`src/logic/fifo_mm_config.svh`:
```
`ifndef FIFO_MM_CONFIG_SVH
`define FIFO_MM_CONFIG_SVH

// FIFO geometry
`define FIFO_DATA_W        32
`define FIFO_DEPTH_LOG2    4      // 16 entries

// Status thresholds
`define FIFO_ALMOST_FULL   2      // Set when count >= depth - 2
`define FIFO_ALMOST_EMPTY  2      // Set when count is 1..2

// Bus address width and register map
`define AXIL_ADDR_W        4
`define REG_DATA           4'h0   // Write pushes, read pops
`define REG_STATUS         4'h4
`define REG_CONTROL        4'h8
`define REG_COUNT          4'hC

`endif

```
`src/logic/fifo_mm_pkg.sv`:
```
`include "fifo_mm_config.svh"

package fifo_mm_pkg;

    // AXI4-Lite response codes that this block returns
    typedef enum logic [1:0] {
        OKAY   = 2'b00,
        SLVERR = 2'b10
    } axil_resp_e;

    // Register address as seen on the bus
    typedef logic [`AXIL_ADDR_W-1:0] axil_addr_t;

    // STATUS register layout in bits 3 down to 0
    typedef struct packed {
        logic almost_full;
        logic almost_empty;
        logic full;
        logic empty;
    } fifo_status_t;

endpackage

```
`src/logic/axil_rr_arbiter.sv`:
```
`timescale 1ns/1ps
`include "fifo_mm_config.svh"

module axil_rr_arbiter (
    input  logic                      clk,
    input  logic                      rst_n,
    // Port 0
    input  fifo_mm_pkg::axil_addr_t   s0_awaddr,
    input  logic                      s0_awvalid,
    output logic                      s0_awready,
    input  logic [`FIFO_DATA_W-1:0]   s0_wdata,
    input  logic                      s0_wvalid,
    output logic                      s0_wready,
    output fifo_mm_pkg::axil_resp_e   s0_bresp,
    output logic                      s0_bvalid,
    input  logic                      s0_bready,
    input  fifo_mm_pkg::axil_addr_t   s0_araddr,
    input  logic                      s0_arvalid,
    output logic                      s0_arready,
    output logic [`FIFO_DATA_W-1:0]   s0_rdata,
    output fifo_mm_pkg::axil_resp_e   s0_rresp,
    output logic                      s0_rvalid,
    input  logic                      s0_rready,
    // Port 1
    input  fifo_mm_pkg::axil_addr_t   s1_awaddr,
    input  logic                      s1_awvalid,
    output logic                      s1_awready,
    input  logic [`FIFO_DATA_W-1:0]   s1_wdata,
    input  logic                      s1_wvalid,
    output logic                      s1_wready,
    output fifo_mm_pkg::axil_resp_e   s1_bresp,
    output logic                      s1_bvalid,
    input  logic                      s1_bready,
    input  fifo_mm_pkg::axil_addr_t   s1_araddr,
    input  logic                      s1_arvalid,
    output logic                      s1_arready,
    output logic [`FIFO_DATA_W-1:0]   s1_rdata,
    output fifo_mm_pkg::axil_resp_e   s1_rresp,
    output logic                      s1_rvalid,
    input  logic                      s1_rready,
    // Shared slave
    output fifo_mm_pkg::axil_addr_t   m_awaddr,
    output logic                      m_awvalid,
    input  logic                      m_awready,
    output logic [`FIFO_DATA_W-1:0]   m_wdata,
    output logic                      m_wvalid,
    input  logic                      m_wready,
    input  fifo_mm_pkg::axil_resp_e   m_bresp,
    input  logic                      m_bvalid,
    output logic                      m_bready,
    output fifo_mm_pkg::axil_addr_t   m_araddr,
    output logic                      m_arvalid,
    input  logic                      m_arready,
    input  logic [`FIFO_DATA_W-1:0]   m_rdata,
    input  fifo_mm_pkg::axil_resp_e   m_rresp,
    input  logic                      m_rvalid,
    output logic                      m_rready
);

    typedef enum logic [1:0] {
        ARB_IDLE,
        ARB_GNT0,
        ARB_GNT1
    } arb_state_e;

    arb_state_e state;
    logic       last_gnt;   // High when port 1 held the last grant
    logic       gnt_wr;     // Locked transaction is a write
    logic       req0_wr;
    logic       req1_wr;
    logic       req0;
    logic       req1;
    logic       sel1;
    logic       wr0;
    logic       wr1;
    logic       rd0;
    logic       rd1;
    logic       done;

    assign req0_wr = s0_awvalid & s0_wvalid;
    assign req1_wr = s1_awvalid & s1_wvalid;
    assign req0    = req0_wr | s0_arvalid;
    assign req1    = req1_wr | s1_arvalid;

    // Per-port, per-direction channel enables while a grant is held
    assign sel1 = (state == ARB_GNT1);
    assign wr0  = (state == ARB_GNT0) & gnt_wr;
    assign rd0  = (state == ARB_GNT0) & ~gnt_wr;
    assign wr1  = sel1 & gnt_wr;
    assign rd1  = sel1 & ~gnt_wr;

    assign done = (m_bvalid & m_bready) | (m_rvalid & m_rready);  // Response handshake

    always_ff @(posedge clk or negedge rst_n) begin
        if (!rst_n) begin
            state    <= ARB_IDLE;
            last_gnt <= 1'b0;       // Port 0 counts as last, so port 1 wins a first tie
            gnt_wr   <= 1'b0;
        end else begin
            case (state)
                ARB_IDLE: begin
                    if (req0 && (!req1 || last_gnt)) begin
                        state    <= ARB_GNT0;
                        last_gnt <= 1'b0;
                        gnt_wr   <= req0_wr;    // Write wins if both kinds are pending
                    end else if (req1) begin
                        state    <= ARB_GNT1;
                        last_gnt <= 1'b1;
                        gnt_wr   <= req1_wr;
                    end
                end
                default: begin
                    if (done) begin
                        state <= ARB_IDLE;
                    end
                end
            endcase
        end
    end

    // Requests toward the shared slave
    assign m_awaddr  = sel1 ? s1_awaddr : s0_awaddr;
    assign m_wdata   = sel1 ? s1_wdata : s0_wdata;
    assign m_araddr  = sel1 ? s1_araddr : s0_araddr;
    assign m_awvalid = (wr0 & s0_awvalid) | (wr1 & s1_awvalid);
    assign m_wvalid  = (wr0 & s0_wvalid) | (wr1 & s1_wvalid);
    assign m_bready  = (wr0 & s0_bready) | (wr1 & s1_bready);
    assign m_arvalid = (rd0 & s0_arvalid) | (rd1 & s1_arvalid);
    assign m_rready  = (rd0 & s0_rready) | (rd1 & s1_rready);

    // Handshakes back to the granted port only
    assign s0_awready = wr0 & m_awready;
    assign s0_wready  = wr0 & m_wready;
    assign s0_bvalid  = wr0 & m_bvalid;
    assign s0_arready = rd0 & m_arready;
    assign s0_rvalid  = rd0 & m_rvalid;
    assign s1_awready = wr1 & m_awready;
    assign s1_wready  = wr1 & m_wready;
    assign s1_bvalid  = wr1 & m_bvalid;
    assign s1_arready = rd1 & m_arready;
    assign s1_rvalid  = rd1 & m_rvalid;

    // Response payloads are shared, qualified by the valids above
    assign s0_bresp = m_bresp;
    assign s1_bresp = m_bresp;
    assign s0_rdata = m_rdata;
    assign s1_rdata = m_rdata;
    assign s0_rresp = m_rresp;
    assign s1_rresp = m_rresp;

endmodule

```
`src/logic/fifo_store.sv`:
```
`timescale 1ns/1ps
`include "fifo_mm_config.svh"

module fifo_store #(
    parameter int DATA_W     = `FIFO_DATA_W,
    parameter int DEPTH_LOG2 = `FIFO_DEPTH_LOG2
) (
    input  logic                  clk,
    input  logic                  rst_n,
    input  logic                  push,
    input  logic [DATA_W-1:0]     push_data,
    input  logic                  pop,
    input  logic                  flush,
    output logic [DATA_W-1:0]     head_data,
    output logic [DEPTH_LOG2:0]   count,
    output logic                  empty,
    output logic                  full
);

    localparam int DEPTH = 1 << DEPTH_LOG2;

    logic [DATA_W-1:0]   mem [DEPTH];
    logic [DEPTH_LOG2:0] wr_ptr;    // Extra MSB marks the wrap
    logic [DEPTH_LOG2:0] rd_ptr;
    logic                do_push;
    logic                do_pop;

    assign do_push = push & ~full;
    assign do_pop  = pop & ~empty;

    assign count = wr_ptr - rd_ptr;
    assign empty = (wr_ptr == rd_ptr);
    assign full  = (wr_ptr[DEPTH_LOG2] != rd_ptr[DEPTH_LOG2]) &&
                   (wr_ptr[DEPTH_LOG2-1:0] == rd_ptr[DEPTH_LOG2-1:0]);

    always_ff @(posedge clk or negedge rst_n) begin
        if (!rst_n) begin
            wr_ptr <= '0;
            rd_ptr <= '0;
        end else if (flush) begin
            wr_ptr <= '0;           // Flush beats push and pop
            rd_ptr <= '0;
        end else begin
            if (do_push) begin
                wr_ptr <= wr_ptr + 1'b1;
            end
            if (do_pop) begin
                rd_ptr <= rd_ptr + 1'b1;
            end
        end
    end

    always_ff @(posedge clk) begin
        if (do_push && !flush) begin
            mem[wr_ptr[DEPTH_LOG2-1:0]] <= push_data;
        end
    end

    // First word falls through
    assign head_data = mem[rd_ptr[DEPTH_LOG2-1:0]];

endmodule

```
`src/logic/fifo_csr.sv`:
```
`timescale 1ns/1ps
`include "fifo_mm_config.svh"

module fifo_csr (
    input  logic                        clk,
    input  logic                        rst_n,
    // AXI4-Lite slave
    input  fifo_mm_pkg::axil_addr_t     awaddr,
    input  logic                        awvalid,
    output logic                        awready,
    input  logic [`FIFO_DATA_W-1:0]     wdata,
    input  logic                        wvalid,
    output logic                        wready,
    output fifo_mm_pkg::axil_resp_e     bresp,
    output logic                        bvalid,
    input  logic                        bready,
    input  fifo_mm_pkg::axil_addr_t     araddr,
    input  logic                        arvalid,
    output logic                        arready,
    output logic [`FIFO_DATA_W-1:0]     rdata,
    output fifo_mm_pkg::axil_resp_e     rresp,
    output logic                        rvalid,
    input  logic                        rready,
    // Stream side
    input  logic                        in_valid,
    output logic                        in_ready,
    input  logic [`FIFO_DATA_W-1:0]     in_data,
    output logic                        out_valid,
    input  logic                        out_ready,
    output logic [`FIFO_DATA_W-1:0]     out_data,
    // Storage side
    output logic                        push,
    output logic [`FIFO_DATA_W-1:0]     push_data,
    output logic                        pop,
    output logic                        flush,
    input  logic [`FIFO_DATA_W-1:0]     head_data,
    input  logic [`FIFO_DEPTH_LOG2:0]   count,
    input  logic                        empty,
    input  logic                        full
);

    import fifo_mm_pkg::*;

    localparam int DEPTH = 1 << `FIFO_DEPTH_LOG2;
    localparam int CNT_W = `FIFO_DEPTH_LOG2 + 1;

    logic                    wr_accept;
    logic                    rd_accept;
    logic                    wr_is_data;
    logic                    wr_is_ctrl;
    logic                    rd_is_data;
    logic                    bus_push;
    logic                    bus_pop;
    fifo_status_t            status;
    axil_resp_e              wr_code;
    axil_resp_e              rd_code;
    logic [`FIFO_DATA_W-1:0] rd_value;

    // One outstanding response per direction
    assign wr_accept = awvalid & wvalid & ~bvalid;
    assign rd_accept = arvalid & ~rvalid;
    assign awready   = wr_accept;
    assign wready    = wr_accept;
    assign arready   = rd_accept;

    assign wr_is_data = (awaddr == `REG_DATA);
    assign wr_is_ctrl = (awaddr == `REG_CONTROL);
    assign rd_is_data = (araddr == `REG_DATA);

    assign bus_push = wr_accept & wr_is_data & ~full;
    assign bus_pop  = rd_accept & rd_is_data & ~empty;
    assign flush    = wr_accept & wr_is_ctrl & wdata[0];

    // Bus has priority over the stream ports
    assign in_ready  = ~full & ~bus_push & ~flush;
    assign out_valid = ~empty & ~bus_pop & ~flush;
    assign out_data  = head_data;

    assign push      = bus_push | (in_valid & in_ready);
    assign push_data = bus_push ? wdata : in_data;
    assign pop       = bus_pop | (out_valid & out_ready);

    always_comb begin
        status.empty        = empty;
        status.full         = full;
        status.almost_empty = (count != '0) && (count <= CNT_W'(`FIFO_ALMOST_EMPTY));
        status.almost_full  = (count >= CNT_W'(DEPTH - `FIFO_ALMOST_FULL));
    end

    always_comb begin
        if (wr_is_data) begin
            wr_code = full ? SLVERR : OKAY;     // Push into a full FIFO is dropped
        end else if (wr_is_ctrl) begin
            wr_code = OKAY;
        end else begin
            wr_code = SLVERR;                   // STATUS, COUNT and holes are read-only
        end
    end

    always_comb begin
        rd_value = '0;
        rd_code  = OKAY;
        case (araddr)
            `REG_DATA: begin
                if (empty) begin
                    rd_code = SLVERR;
                end else begin
                    rd_value = head_data;
                end
            end
            `REG_STATUS:  rd_value = {{(`FIFO_DATA_W-4){1'b0}}, status};
            `REG_CONTROL: rd_value = '0;        // Flush bit is self-clearing
            `REG_COUNT:   rd_value = {{(`FIFO_DATA_W-CNT_W){1'b0}}, count};
            default:      rd_code  = SLVERR;
        endcase
    end

    always_ff @(posedge clk or negedge rst_n) begin
        if (!rst_n) begin
            bvalid <= 1'b0;
            rvalid <= 1'b0;
        end else begin
            if (bvalid && bready) begin
                bvalid <= 1'b0;
            end else if (wr_accept) begin
                bvalid <= 1'b1;
            end
            if (rvalid && rready) begin
                rvalid <= 1'b0;
            end else if (rd_accept) begin
                rvalid <= 1'b1;
            end
        end
    end

    // Response payload captured with the request
    always_ff @(posedge clk) begin
        if (wr_accept) begin
            bresp <= wr_code;
        end
        if (rd_accept) begin
            rdata <= rd_value;
            rresp <= rd_code;
        end
    end

endmodule

```
`src/logic/fifo_mm_top.sv`:
```
`timescale 1ns/1ps
`include "fifo_mm_config.svh"

module fifo_mm_top (
    input  logic                      clk,
    input  logic                      rst_n,
    // Bus port 0
    input  fifo_mm_pkg::axil_addr_t   s0_awaddr,
    input  logic                      s0_awvalid,
    output logic                      s0_awready,
    input  logic [`FIFO_DATA_W-1:0]   s0_wdata,
    input  logic                      s0_wvalid,
    output logic                      s0_wready,
    output fifo_mm_pkg::axil_resp_e   s0_bresp,
    output logic                      s0_bvalid,
    input  logic                      s0_bready,
    input  fifo_mm_pkg::axil_addr_t   s0_araddr,
    input  logic                      s0_arvalid,
    output logic                      s0_arready,
    output logic [`FIFO_DATA_W-1:0]   s0_rdata,
    output fifo_mm_pkg::axil_resp_e   s0_rresp,
    output logic                      s0_rvalid,
    input  logic                      s0_rready,
    // Bus port 1
    input  fifo_mm_pkg::axil_addr_t   s1_awaddr,
    input  logic                      s1_awvalid,
    output logic                      s1_awready,
    input  logic [`FIFO_DATA_W-1:0]   s1_wdata,
    input  logic                      s1_wvalid,
    output logic                      s1_wready,
    output fifo_mm_pkg::axil_resp_e   s1_bresp,
    output logic                      s1_bvalid,
    input  logic                      s1_bready,
    input  fifo_mm_pkg::axil_addr_t   s1_araddr,
    input  logic                      s1_arvalid,
    output logic                      s1_arready,
    output logic [`FIFO_DATA_W-1:0]   s1_rdata,
    output fifo_mm_pkg::axil_resp_e   s1_rresp,
    output logic                      s1_rvalid,
    input  logic                      s1_rready,
    // Streams
    input  logic                      in_valid,
    output logic                      in_ready,
    input  logic [`FIFO_DATA_W-1:0]   in_data,
    output logic                      out_valid,
    input  logic                      out_ready,
    output logic [`FIFO_DATA_W-1:0]   out_data
);

    import fifo_mm_pkg::*;

    // Arbitrated bus
    axil_addr_t                m_awaddr;
    logic                      m_awvalid;
    logic                      m_awready;
    logic [`FIFO_DATA_W-1:0]   m_wdata;
    logic                      m_wvalid;
    logic                      m_wready;
    axil_resp_e                m_bresp;
    logic                      m_bvalid;
    logic                      m_bready;
    axil_addr_t                m_araddr;
    logic                      m_arvalid;
    logic                      m_arready;
    logic [`FIFO_DATA_W-1:0]   m_rdata;
    axil_resp_e                m_rresp;
    logic                      m_rvalid;
    logic                      m_rready;

    // Storage controls and state
    logic                      push;
    logic [`FIFO_DATA_W-1:0]   push_data;
    logic                      pop;
    logic                      flush;
    logic [`FIFO_DATA_W-1:0]   head_data;
    logic [`FIFO_DEPTH_LOG2:0] count;
    logic                      empty;
    logic                      full;

    axil_rr_arbiter axil_rr_arbiter_i (.*);

    fifo_csr fifo_csr_i (
        .awaddr  (m_awaddr),
        .awvalid (m_awvalid),
        .awready (m_awready),
        .wdata   (m_wdata),
        .wvalid  (m_wvalid),
        .wready  (m_wready),
        .bresp   (m_bresp),
        .bvalid  (m_bvalid),
        .bready  (m_bready),
        .araddr  (m_araddr),
        .arvalid (m_arvalid),
        .arready (m_arready),
        .rdata   (m_rdata),
        .rresp   (m_rresp),
        .rvalid  (m_rvalid),
        .rready  (m_rready),
        .*                          // Clock, reset, streams and storage
    );

    fifo_store #(
        .DATA_W     (`FIFO_DATA_W),
        .DEPTH_LOG2 (`FIFO_DEPTH_LOG2)
    ) fifo_store_i (.*);

endmodule

```
`config.mk`:
```
export PLATFORM = sky130hd
export DESIGN_NAME = fifo_mm_top
export DESIGN_NICKNAME = d
export VERILOG_FILES = /design/src/logic/fifo_mm_pkg.sv /design/src/logic/axil_rr_arbiter.sv /design/src/logic/fifo_store.sv /design/src/logic/fifo_csr.sv /design/src/logic/fifo_mm_top.sv
export VERILOG_INCLUDE_DIRS = /design/src /design/src/logic
export SDC_FILE = /design/constraint.sdc
export NUM_CORES = 1
export LEC_CHECK = 0
export BUFFER_PORTS_ARGS = -buffer_cell sky130_fd_sc_hd__buf_2
export CAP_MARGIN = 20
export CORE_MARGIN = 1
export CORE_UTILIZATION = 53
export DETAILED_ROUTE_END_ITERATION = 8
export GPL_ROUTABILITY_DRIVEN = 0
export PLACE_DENSITY = 0.75
export SYNTH_ARGS = -nofsm -noshare
export SYNTH_HDL_FRONTEND = slang
export SYNTH_HIERARCHICAL = 1
export SYNTH_SLANG_ARGS = --single-unit
```
`constraint.sdc`:
```
create_clock -name clk -period 5.95 [get_ports clk]
set_input_delay 1.19 -clock clk [delete_from_list [all_inputs] [get_ports clk]]
set_output_delay 1.19 -clock clk [all_outputs]
set_load 0.01 [all_outputs]
```
==> metrics.yaml, run 1 <==
clkSlewWorstSetupHoldPaths_ns: 0.06
outcome: "finished clean"
route.detailed.vias_per_inst: 5.82
power.share.switching_pct: 32.3
ant_nets: 0
clk_latency_ns: 0.61
worstSetupEndpointType: "primary output"
start_util_pct: 54.2
post_cts_buffers: 0
r2r_slack_ns: 1.25
worstPathRequired_ns: 4.76
setup-tns-final_ns: 0
critPathKind: "reg -> out"
core_sq_um: 44600
maximum_number_of_pins_on_one_net_before_global_route_repair: 119
max_cap_violations: 0
width_of_the_die_um: 216
min_path_type: "in -> async"
post-route-drc-count: 0
cts-resized-gates: 0
grt_pass1_vias: 12600
post_synthesis_async_set_or_reset_flop_share_pct: 2.85
area_growth_pct: 12.1
path_max_fanout: 118
ctsHoldBuffers: 0
synth.ff_latch_count: 562
slew_headroom_pct: 35.4
grt.total_usage_pct: 21.9
seq_power_share_pct: 39.6
slew_violations: 0
achievable-frequency_mhz: 200
power.density_cell_area_nw_per_um2: 473
power.net_switching_mw: 4.14
fillCellCount: 3078
timing.critical_path.cells: "buf_12 > buf_4 > mux4_2 > o21ai_1 > o21ai_1 > buf_2"
chipHeight_um: 216
max-clock-path-buffers: 3
unrepaired_setup_endpoints_after_global_routing: "false"
fin_worst_skew_ns: 0.0198
final_min_period_over_clock_period_pct: 84.2
synth.lib_cells_used.distinct: 54
fraction_of_final_layout_cells_sized_beyond_drive_strength_1_pct: 36.6
power.ir.vdd_worst_uv: 418
hpwl_mm: 29.4
r2r.worst_path.cells: 12
finalCriticalPeriod_ns: 5.01
most_common_cell_after_layout_fill_and_taps_aside: "sky130_fd_sc_hd__edfxtp_1"
pin_count: 242
h_tree_depth: 2
crit_path_start_kind: "flop"
reg_to_reg_end: "fifo_store_i/mem[8][1]"
timing.final.setup_violations: 0
cts-buffers-inserted: 53
vias: 12200
tritoncts: "yes"
yosysSeqAreaShare_pct: 69.4
grt_pass1_wl_mm: 76.2
clock_power_share_pct: 27.1
p_int_mw: 8.69
yosys_most_used_dff: "sky130_fd_sc_hd__edfxtp_1"
timing.critical_path.mode_cell: "sky130_fd_sc_hd__o21ai_1"
setup_ws_ns: 0.939
n_antenna_cell: 0
crit_path_top_delay_cell: "sky130_fd_sc_hd__buf_4"
post_drt_wl_per_cell_um: 24.2
initialDrtViolationCount: 1137
synthCells: 1309
pre_cts_ws_ns: 1.14
most_used_cells_in_the_layout_excluding_fill_and_tap_cells: "sky130_fd_sc_hd__edfxtp_1, sky130_fd_sc_hd__buf_2, sky130_fd_sc_hd__mux2i_1, sky130_fd_sc_hd__mux4_2, sky130_fd_sc_hd__mux2_4"
synth_edf_count: 546
clock-sinks: 562
final_hold_viol_count: 0
syn_avg_cell_area_sq_um: 18.5
clock_tree.root_cell: "sky130_fd_sc_hd__clkbuf_16"
worst_path_largest_cell_delay_ns: 0.82
io_buffer_count: 237
antenna_violations_before_repair: 1
detailed_route_wl_mm: 50.6
critPathArrivalTime_ns: 3.82
synth_area_sq_um: 24200
power_frac_comb_pct: 33.3
floorplan.rows: 77
power_leakage_nw: 9.65
r2r-start: "axil_rr_arbiter_i/state[1]"
drt_pass1_iterations: 5
design.die.area_sq_um: 46500
timing_worst_slew_pin_value_ns: 0.970
grt.overflow.total: 0
num-nets-final: 1594
yosysWarningCount: 6
## power groups by stage
stage / logic [mW] / clock network (mW) / registers, mW
6_report: 4.27 / 3.48 / 5.08
5_1_grt: 4.60 / 3.69 / 5.12
4_1_cts: 4.33 / 3.54 / 5.09
3_5_place_dp: 4.31 / 0 / 5.17
3_3_place_gp: 4.25 / 0 / 5.14
2_1_floorplan: 3.54 / 0 / 5.04
## per-layer routing
| metal | vias up | share of wire, % | wire length [um] | track usage, % |
|---|---|---|---|---|
| met5 | - | 0.018 | 9 | 0 |
| met1 | 6273 | 40 | 20000 | 28.4 |
| li1 | 5397 | - | - | - |
| met3 | 82 | 5.9 | 2970 | 4.03 |
| met4 | 2 | 2.3 | 1190 | 6.22 |
| met2 | 419 | 52 | 26300 | 37.8 |
## how the worst max path moves through the flow
stage / start / to / slack (ns) / cells past startpoint
5_1_grt: fifo_store_i/rd_ptr[0] / out_data[29] / 0.69 / 6
3_5_place_dp: s0_awaddr[1] / fifo_store_i/mem[8][20] / 1.14 / 10
6_report: fifo_store_i/rd_ptr[0] / out_data[29] / 0.94 / 6
2_1_floorplan: s0_awaddr[1] / fifo_store_i/mem[1][0] / 0.001 / 10
3_3_place_gp: s0_awaddr[1] / fifo_store_i/mem[5][11] / 1.18 / 10
4_1_cts: fifo_store_i/rd_ptr[0] / out_data[29] / 0.85 / 6
## layout make-up
| class | instances | area [sq um] | share of cell area [%] |
|---|---|---|---|
| clock buffers | 60 | 1370 | 5.07 |
| clock inverters | 38 | 430 | 1.59 |
| inverters | 16 | 60.1 | 0.221 |
| multi-input cells | 556 | 6190 | 22.8 |
| flip-flops and latches | 562 | 16800 | 62.0 |
| well taps | 592 | 741 | 2.73 |
| repair buffers | 269 | 1510 | 5.58 |
## cells in the mapped netlist, types with 6 or more instances
cell,instances,area share [%]
sky130_fd_sc_hd__edfxtp_1,546,68
sky130_fd_sc_hd__clkbuf_1,32,0.50
sky130_fd_sc_hd__nor2_1,40,0.62
sky130_fd_sc_hd__o21ai_1,44,0.91
sky130_fd_sc_hd__nand2_1,17,0.26
sky130_fd_sc_hd__nor2b_1,6,0.16
sky130_fd_sc_hd__o21ai_0,28,0.58
sky130_fd_sc_hd__mux4_2,96,8.9
sky130_fd_sc_hd__buf_12,7,0.58
sky130_fd_sc_hd__a21oi_1,6,0.12
sky130_fd_sc_hd__mux2_4,67,4.2
sky130_fd_sc_hd__and2_1,28,0.72
sky130_fd_sc_hd__mux2i_1,100,4.1
sky130_fd_sc_hd__dfrtp_1,16,1.7
sky130_fd_sc_hd__nor3_1,6,0.12
sky130_fd_sc_hd__inv_1,16,0.25
sky130_fd_sc_hd__xnor2_1,8,0.29
sky130_fd_sc_hd__buf_6,10,0.47
sky130_fd_sc_hd__a221oi_1,32,1.2
sky130_fd_sc_hd__buf_4,114,3.5
sky130_fd_sc_hd__a22oi_1,6,0.19
sky130_fd_sc_hd__ha_1,9,0.47
sky130_fd_sc_hd__o2bb2ai_1,6,0.22
sky130_fd_sc_hd__buf_2,12,0.25
sky130_fd_sc_hd__nand2b_1,7,0.18
## through the flow
stage / utilization [%] / power (mW) / instances / hold WS (ns) / cell area, sq um
after detailed placement: 56.7 / 9.48 / 1995 / 0.584 / 25300
final: 60.8 / 12.8 / 2093 / 0.507 / 27100
after CTS: 60.8 / 13.0 / 2093 / 0.488 / 27100
after global placement: 56.7 / 9.39 / 1995 / 0.569 / 25300
after global routing: 60.8 / 13.4 / 2093 / 0.516 / 27100
after floorplan: - / 8.58 / 1310 / 0.542 / 24200
## sequential cells by signal, indices dropped and copies added, names as in the netlist
name                        flops
axil_rr_arbiter_i/state         2
fifo_store_i/wr_ptr             5
fifo_csr_i/rdata               32
fifo_csr_i/bresp                1
fifo_store_i/mem              512
fifo_csr_i/rvalid               1
axil_rr_arbiter_i/gnt_wr        1
fifo_store_i/rd_ptr             5
fifo_csr_i/bvalid               1
fifo_csr_i/rresp                1
axil_rr_arbiter_i/last_gnt      1
## critical path, delay by kind of cell, from the launching register on
kind	cells	cell delay (ns)
compound gates	2	0.38
mux	1	0.60
flops	1	0.43
buf+inv	3	1.61
## kinds of logic after synthesis
logic type      count (synthesis)  synth area share (%)
compound gates                139                  3.72
xor+xnor                       13                 0.502
fa+ha+maj                      10                 0.548
buf+inv                       192                  5.64
flops                         562                  69.4
mux                           269                  17.5
other cells                     1                0.0155
simple gates                  123                  2.66
Power figures use the tool's default switching activity.
==> inputs of run 2 (changes only) <==
ABC_AREA = 1   (was default)
CORE_UTILIZATION = 55   (was 53)
PLACE_DENSITY = 0.74   (was 0.75)
clock period = 4.9 ns   (was 5.95 ns; I/O delays follow)
==> metrics.yaml, run 2 <==
outcome: "finished clean"
ant_nets: 0  # unchanged
floorplan.rows: 80  # +3.9%
start_util_pct: 56.2  # +2.0 points
io_buffer_count: 237  # unchanged
fin_worst_skew_ns: 0.0299  # +0.0101 ns
power.density_cell_area_nw_per_um2: 562  # +19%
maximum_number_of_pins_on_one_net_before_global_route_repair: 195  # +64%
largest_reg_flops: 512  # unchanged
antenna_violations_before_repair: 0  # -1
synth_largest_area_cell: "sky130_fd_sc_hd__edfxtp_1"
fraction_of_final_layout_cells_sized_beyond_drive_strength_1_pct: 12.7  # -24 points
power.ir.vdd_worst_uv: 1030  # +150%
cts-buffers-inserted: 58  # +9.4%
hpwl_mm: 43.7  # +49%
post-route-drc-count: 0  # unchanged
tritoncts: "yes"
clock-sinks: 562  # unchanged
area_growth_pct: 10.8
setup-tns-final_ns: 0  # unchanged
most_common_cell_after_layout_fill_and_taps_aside: "sky130_fd_sc_hd__nand2_1"
path_max_fanout: 63  # -47%
vias: 19700  # +62%
min_path_type: "in -> async"
synth.ff_latch_count: 562  # unchanged
design.die.area_sq_um: 50100  # +7.7%
synth.lib_cells_used.distinct: 34  # -37%
final_min_period_over_clock_period_pct: 83.6
core_sq_um: 48100  # +7.9%
chipHeight_um: 224  # +3.8%
final_hold_viol_count: 0  # unchanged
post_cts_buffers: 0  # unchanged
most_used_cells_in_the_layout_excluding_fill_and_tap_cells: "sky130_fd_sc_hd__nand2_1, sky130_fd_sc_hd__edfxtp_1, sky130_fd_sc_hd__inv_1, sky130_fd_sc_hd__nand3_1, sky130_fd_sc_hd__buf_2"
drt_pass1_iterations: 8  # +3
grt_pass1_wl_mm: 106  # +40%
timing_worst_slew_pin_value_ns: 1.14  # +0.169 ns
clk_latency_ns: 0.64  # +0.03 ns
ctsHoldBuffers: 0  # unchanged
timing.final.setup_violations: 0  # unchanged
yosys_most_used_dff: "sky130_fd_sc_hd__edfxtp_1"
h_tree_depth: 2  # unchanged
slew_headroom_pct: 23.9  # -11 points
max-clock-path-buffers: 3  # unchanged
grt.total_usage_pct: 28.5  # +6.6 points
synth.cells.most_frequent: "sky130_fd_sc_hd__nand2_1, sky130_fd_sc_hd__edfxtp_1, sky130_fd_sc_hd__inv_1"
max_cap_violations: 0  # unchanged
post_drt_wl_per_cell_um: 19.4  # -20%
grt.overflow.total: 0  # unchanged
num-nets-final: 3131  # +96%
cts-resized-gates: 0  # unchanged
yosys.cell_count.top_type: "sky130_fd_sc_hd__nand2_1"
critPathKind: "reg -> out"
n_antenna_cell: 0  # unchanged
syn_avg_cell_area_sq_um: 9.33  # -50%
clkSlewWorstSetupHoldPaths_ns: 0.06  # about the same
synth_top_cells_by_area: "sky130_fd_sc_hd__edfxtp_1, sky130_fd_sc_hd__nand2_1, sky130_fd_sc_hd__inv_1, sky130_fd_sc_hd__nand3_1, sky130_fd_sc_hd__buf_4"
detailed_route_wl_mm: 71.6  # +42%
synth_top_cell_area_share_pct: 60.6  # -7.2 points
route.detailed.vias_per_inst: 5.32  # -8.5%
synth_edf_count: 546  # unchanged
finalCriticalPeriod_ns: 4.10
finalPower_mw: 16.9  # +31%
yosysSeqAreaShare_pct: 62.1  # -7.4 points
worstSetupEndpointType: "primary output"
pin_count: 242  # unchanged
yosysWarningCount: 6  # unchanged
achievable-frequency_mhz: 244
width_of_the_die_um: 224  # +3.8%
unrepaired_setup_endpoints_after_global_routing: "false"
critPathArrivalTime_ns: 3.12  # -0.70 ns
clock_tree.root_cell: "sky130_fd_sc_hd__clkbuf_16"
grt_pass1_vias: 18500  # +46%
synthCells: 2902  # +120%
initialDrtViolationCount: 2447  # +120%
post_synthesis_async_set_or_reset_flop_share_pct: 2.85  # unchanged
crit_path_start_kind: "flop"
synth_area_sq_um: 27100  # +12%
power_leakage_nw: 13.9  # +44%
worstPathRequired_ns: 3.92  # -0.84 ns
slew_violations: 0  # unchanged
run 2: final timing paths:
kind | startpoint | endpoint | slack [ns] | cells after the start
min | rst_n | fifo_csr_i/rvalid | 0.28 | 1
max | fifo_store_i/rd_ptr[0] | out_data[4] | 0.80 | 9
max in group asynchronous | rst_n | fifo_store_i/rd_ptr[0] | 4.27 | 1
min in group clk | axil_rr_arbiter_i/last_gnt | axil_rr_arbiter_i/last_gnt | 0.58 | 2
max reg2reg | axil_rr_arbiter_i/state[0] | fifo_store_i/mem[7][5] | 0.84 | 12
min reg2reg | axil_rr_arbiter_i/last_gnt | axil_rr_arbiter_i/last_gnt | 0.58 | 2
run 2: layer usage:
| layer | wire length (um) | share of wire [%] | global-route usage [%] | up-vias |
|---|---|---|---|---|
| met2 | 33300 | 46 | 45.0 | 1105 |
| met4 | 2410 | 3.4 | 10.2 | 0 |
| li1 | - | - | - | 9210 |
| met1 | 28000 | 39 | 39.4 | 9196 |
| met3 | 7920 | 11 | 5.75 | 156 |
| met5 | 0 | 0 | 0 | - |
run 2: cell families (layout without fill, tap and decap cells):
| family | count (synthesis) | count (layout) | synth area share [%] |
|---|---|---|---|
| AND/OR/NAND/NOR | 1546 | 1546 | 23.6 |
| buffers and inverters | 759 | 896 | 13.2 |
| flip-flops | 562 | 562 | 62.1 |
| AO/OA/AOI/OAI | 14 | 14 | 0.282 |
| adder cells (fa/ha/maj) | 10 | 10 | 0.490 |
| XOR/XNOR | 10 | 10 | 0.324 |
| other | 1 | 2 | 0.0139 |
run 2: area by class of cell:
class | count | area [sq um]
repair buffers | 269 | 1690
multi-input cells | 1582 | 6820
well taps | 656 | 821
clock buffers | 69 | 1490
fillers | 3815 | 18100
clock inverters | 36 | 397
flip-flops and latches | 562 | 16800
inverters | 522 | 1970
run 2: stage by stage:
step	cell area, sq um	cells	hold slack [ns]	setup WS, ns	util (%)
2_1_floorplan	27100	2903	0.504	0.814	-
3_3_place_gp	27800	3580	0.531	0.934	57.8
3_5_place_dp	27800	3581	0.557	0.828	57.8
4_1_cts	29700	3686	0.269	0.812	61.8
5_1_grt	30000	3696	0.289	0.581	62.3
6_report	30000	3696	0.282	0.802	62.3
run 2: critical path: stages (launching register included):
cell	delay, ns
sky130_fd_sc_hd__dfrtp_4	0.53
sky130_fd_sc_hd__inv_6	0.41
sky130_fd_sc_hd__buf_12	0.35
sky130_fd_sc_hd__nand2_1	0.10
sky130_fd_sc_hd__nand2_1	0.07
sky130_fd_sc_hd__nand2_1	0.05
sky130_fd_sc_hd__nand3_1	0.18
sky130_fd_sc_hd__nand3_1	0.23
sky130_fd_sc_hd__nand2_1	0.30
sky130_fd_sc_hd__buf_2	0.20
run 2: report_power, final:
group	leakage, nW	internal [mW]	switching (mW)
combinational	7.80	1.80	4.59
clock	0.926	2.54	1.85
sequential	5.14	5.86	0.229
==> inputs of run 3 (changes only) <==
ABC_AREA = 0   (was 1)
CORE_UTILIZATION = 53   (was 55)
PLACE_DENSITY = 0.75   (was 0.74)
clock period = 3.59 ns   (was 4.9 ns; I/O delays follow)
==> metrics.yaml, run 3 (synthesis gave the netlist of run 1 again) <==
fin_worst_skew_ns: 0.0249  # -0.00504 ns
clk_latency_ns: 0.61  # -0.03 ns
core_sq_um: 44600  # -7.4%
power_leakage_nw: 10.0  # -28%
post-route-drc-count: 0  # unchanged
crit_path_start_kind: "flop"
pin_count: 242  # unchanged
clock-sinks: 562  # unchanged
design.die.area_sq_um: 46500  # -7.2%
cts-buffers-inserted: 56  # -3.4%
multi_input_combinational_cell_area_sq_um: 6360  # -6.8%
worstSetupEndpointType: "flop"
worstPathRequired_ns: 3.87  # -0.05 ns
post_layout_nonfiller_instances: 2138  # -42%
ant_nets: 0  # unchanged
num-nets-final: 1634  # -48%
detailed_route_wl_mm: 55.0  # -23%
outcome: "finished clean"
timing.critical_path.cells: "nor2b_4 > buf_4 > mux2_4 > or3_4 > or4_4 > o21ai_4 > inv_2 > a211oi_4 > buf_4 > nand2_4 > nor3_4 > buf_4"
slew_violations: 0  # unchanged
r2r.worst_path.cells: 12  # unchanged
placed_cell_area_sq_um: 25800  # -7.4%
reg_to_reg_end: "fifo_store_i/mem[0][0]"
most_common_cell_after_layout_fill_and_taps_aside: "sky130_fd_sc_hd__edfxtp_1"
vias: 12700  # -35%
timing_worst_slew_pin_value_ns: 0.736  # -0.403 ns
drt_pass1_iterations: 5  # -3
critPathArrivalTime_ns: 3.77  # +0.65 ns
critPathKind: "reg -> reg"
worst_path_largest_cell_delay_ns: 0.45  # -0.08 ns
grt_pass1_wl_mm: 81.1  # -24%
timing.critical_path.mode_cell: "sky130_fd_sc_hd__buf_4"
finalCriticalPeriod_ns: 3.48
area.sequential_sq_um: 16800  # about the same
clkSlewWorstSetupHoldPaths_ns: 0.06  # about the same
n_antenna_cell: 0  # unchanged
postLayoutCoreUtil_pct: 62.6  # +0.32 points
r2r_slack_ns: 0.11  # -0.73 ns
final_hold_viol_count: 0  # unchanged
grt.overflow.total: 0  # unchanged
initialDrtViolationCount: 1308  # -47%
start_util_pct: 54.2  # -2.0 points
tritoncts: "yes"
slew_headroom_pct: 50.9  # +27 points
clock_tree.root_cell: "sky130_fd_sc_hd__clkbuf_16"
largest_reg_flops: 512  # unchanged
io_buffer_count: 237  # unchanged
fillCellCount: 3055  # -20%
grt.total_usage_pct: 23.8  # -4.7 points
grt_pass1_vias: 12800  # -31%
post-place-cells: 2026  # -43%
fraction_of_final_layout_cells_sized_beyond_drive_strength_1_pct: 39.4  # +27 points
maximum_number_of_pins_on_one_net_before_global_route_repair: 48  # -75%
most_used_cells_in_the_layout_excluding_fill_and_tap_cells: "sky130_fd_sc_hd__edfxtp_1, sky130_fd_sc_hd__buf_2, sky130_fd_sc_hd__mux2i_1, sky130_fd_sc_hd__mux4_2, sky130_fd_sc_hd__mux2_4"
min_path_type: "in -> async"
area_growth_pct: 15.4
r2r-start: "axil_rr_arbiter_i/state[0]"
achievable-frequency_mhz: 287
unrepaired_setup_endpoints_after_global_routing: "true"
finalPower_mw: 22.6  # +34%
antenna_violations_before_repair: 3  # +3
timing.final.setup_violations: 0  # unchanged
layout.cell_area.non_filler_sq_um: 27900  # -6.9%
ctsHoldBuffers: 0  # unchanged
power.ir.vdd_worst_uv: 539  # -47%
route.detailed.vias_per_inst: 5.96  # +12%
final_min_period_over_clock_period_pct: 97.0
max_cap_violations: 0  # unchanged
crit_path_top_delay_cell: "sky130_fd_sc_hd__or4_4"
max-clock-path-buffers: 3  # unchanged
h_tree_depth: 2  # unchanged
chipHeight_um: 216  # -3.6%
floorplan.rows: 77  # -3.8%
post_drt_wl_per_cell_um: 25.7  # +33%
width_of_the_die_um: 216  # -3.6%
power.density_cell_area_nw_per_um2: 808  # +44%
hpwl_mm: 34.0  # -22%
path_max_fanout: 11  # -83%
run 3: cell count changes in the layout (fill, tap and decap cells not counted), moves of 27 or more:
cell	previous run	this run
sky130_fd_sc_hd__and2_1	0	27
sky130_fd_sc_hd__o21ai_1	0	46
sky130_fd_sc_hd__nor2_1	55	26
sky130_fd_sc_hd__inv_1	513	13
sky130_fd_sc_hd__mux4_2	0	96
sky130_fd_sc_hd__nand3_1	385	3
sky130_fd_sc_hd__mux2i_1	0	100
sky130_fd_sc_hd__nand2_1	1065	13
sky130_fd_sc_hd__mux2_4	0	67
run 3: final cells by class:
cell class,count,area share (%)
clock buffer,64,5.28
tap,592,2.65
clock inverter,42,1.55
sequential,562,60.2
multi-input combinational,557,22.8
inverter,16,0.224
timing repair buffer,305,7.36
run 3: critical path: cells and delay by family (launching register included):
family | cells | cell delay (ns)
mux | 1 | 0.30
simple gates | 5 | 1.45
buf+inv | 4 | 0.71
flops | 1 | 0.44
compound gates | 2 | 0.29
run 3: power by group:
part           internal (mW)  total (mW)  leakage, nW  switching (mW)
combinational           3.54        8.24         3.96            4.70
clock                   3.53        6.00        0.930            2.47
sequential              8.04        8.34         5.14           0.295
total                   15.1        22.6         10.0            7.47
run 3: layer usage:
metal	global-route usage [%]	share of wire [%]	up-vias
li1	-	-	5493
met1	32.1	40	6572
met2	39.6	50	596
met3	4.79	7.9	77
met4	6.69	2.1	4
met5	0	0.040	-
run 3: what timing repair did:
action / CTS / global route
setup endpoints to repair: 22 / 98
pin swaps: 0 / 1
resized for setup: 14 / 22
setup buffers: 1 / 2
gates cloned: 2 / 1
run 3: how the worst max path moves through the flow:
stage / startpoint / to / slack, ns / cells past startpoint
3_5_place_dp: axil_rr_arbiter_i/state[1] / fifo_store_i/mem[3][23] / 0.07 / 13
6_report: axil_rr_arbiter_i/state[0] / fifo_store_i/mem[0][0] / 0.11 / 12
2_1_floorplan: axil_rr_arbiter_i/state[1] / fifo_store_i/mem[0][0] / -0.65 / 13
5_1_grt: fifo_store_i/rd_ptr[0] / out_data[3] / -0.01 / 6
4_1_cts: fifo_store_i/rd_ptr[0] / out_data[11] / 0.0009 / 7
3_3_place_gp: axil_rr_arbiter_i/state[1] / fifo_store_i/mem[3][22] / 0.14 / 13
run 3: stage by stage:
step,setup slack [ns],hold WS (ns),setup TNS [ns]
floorplan,-0.648,0.422,-195.94
global placement,0.139,0.567,0
detailed placement,0.0749,0.583,0
CTS,0.000875,0.0192,0
global route,-0.0117,0.0377,-0.0772
finish,0.109,0.0352,0
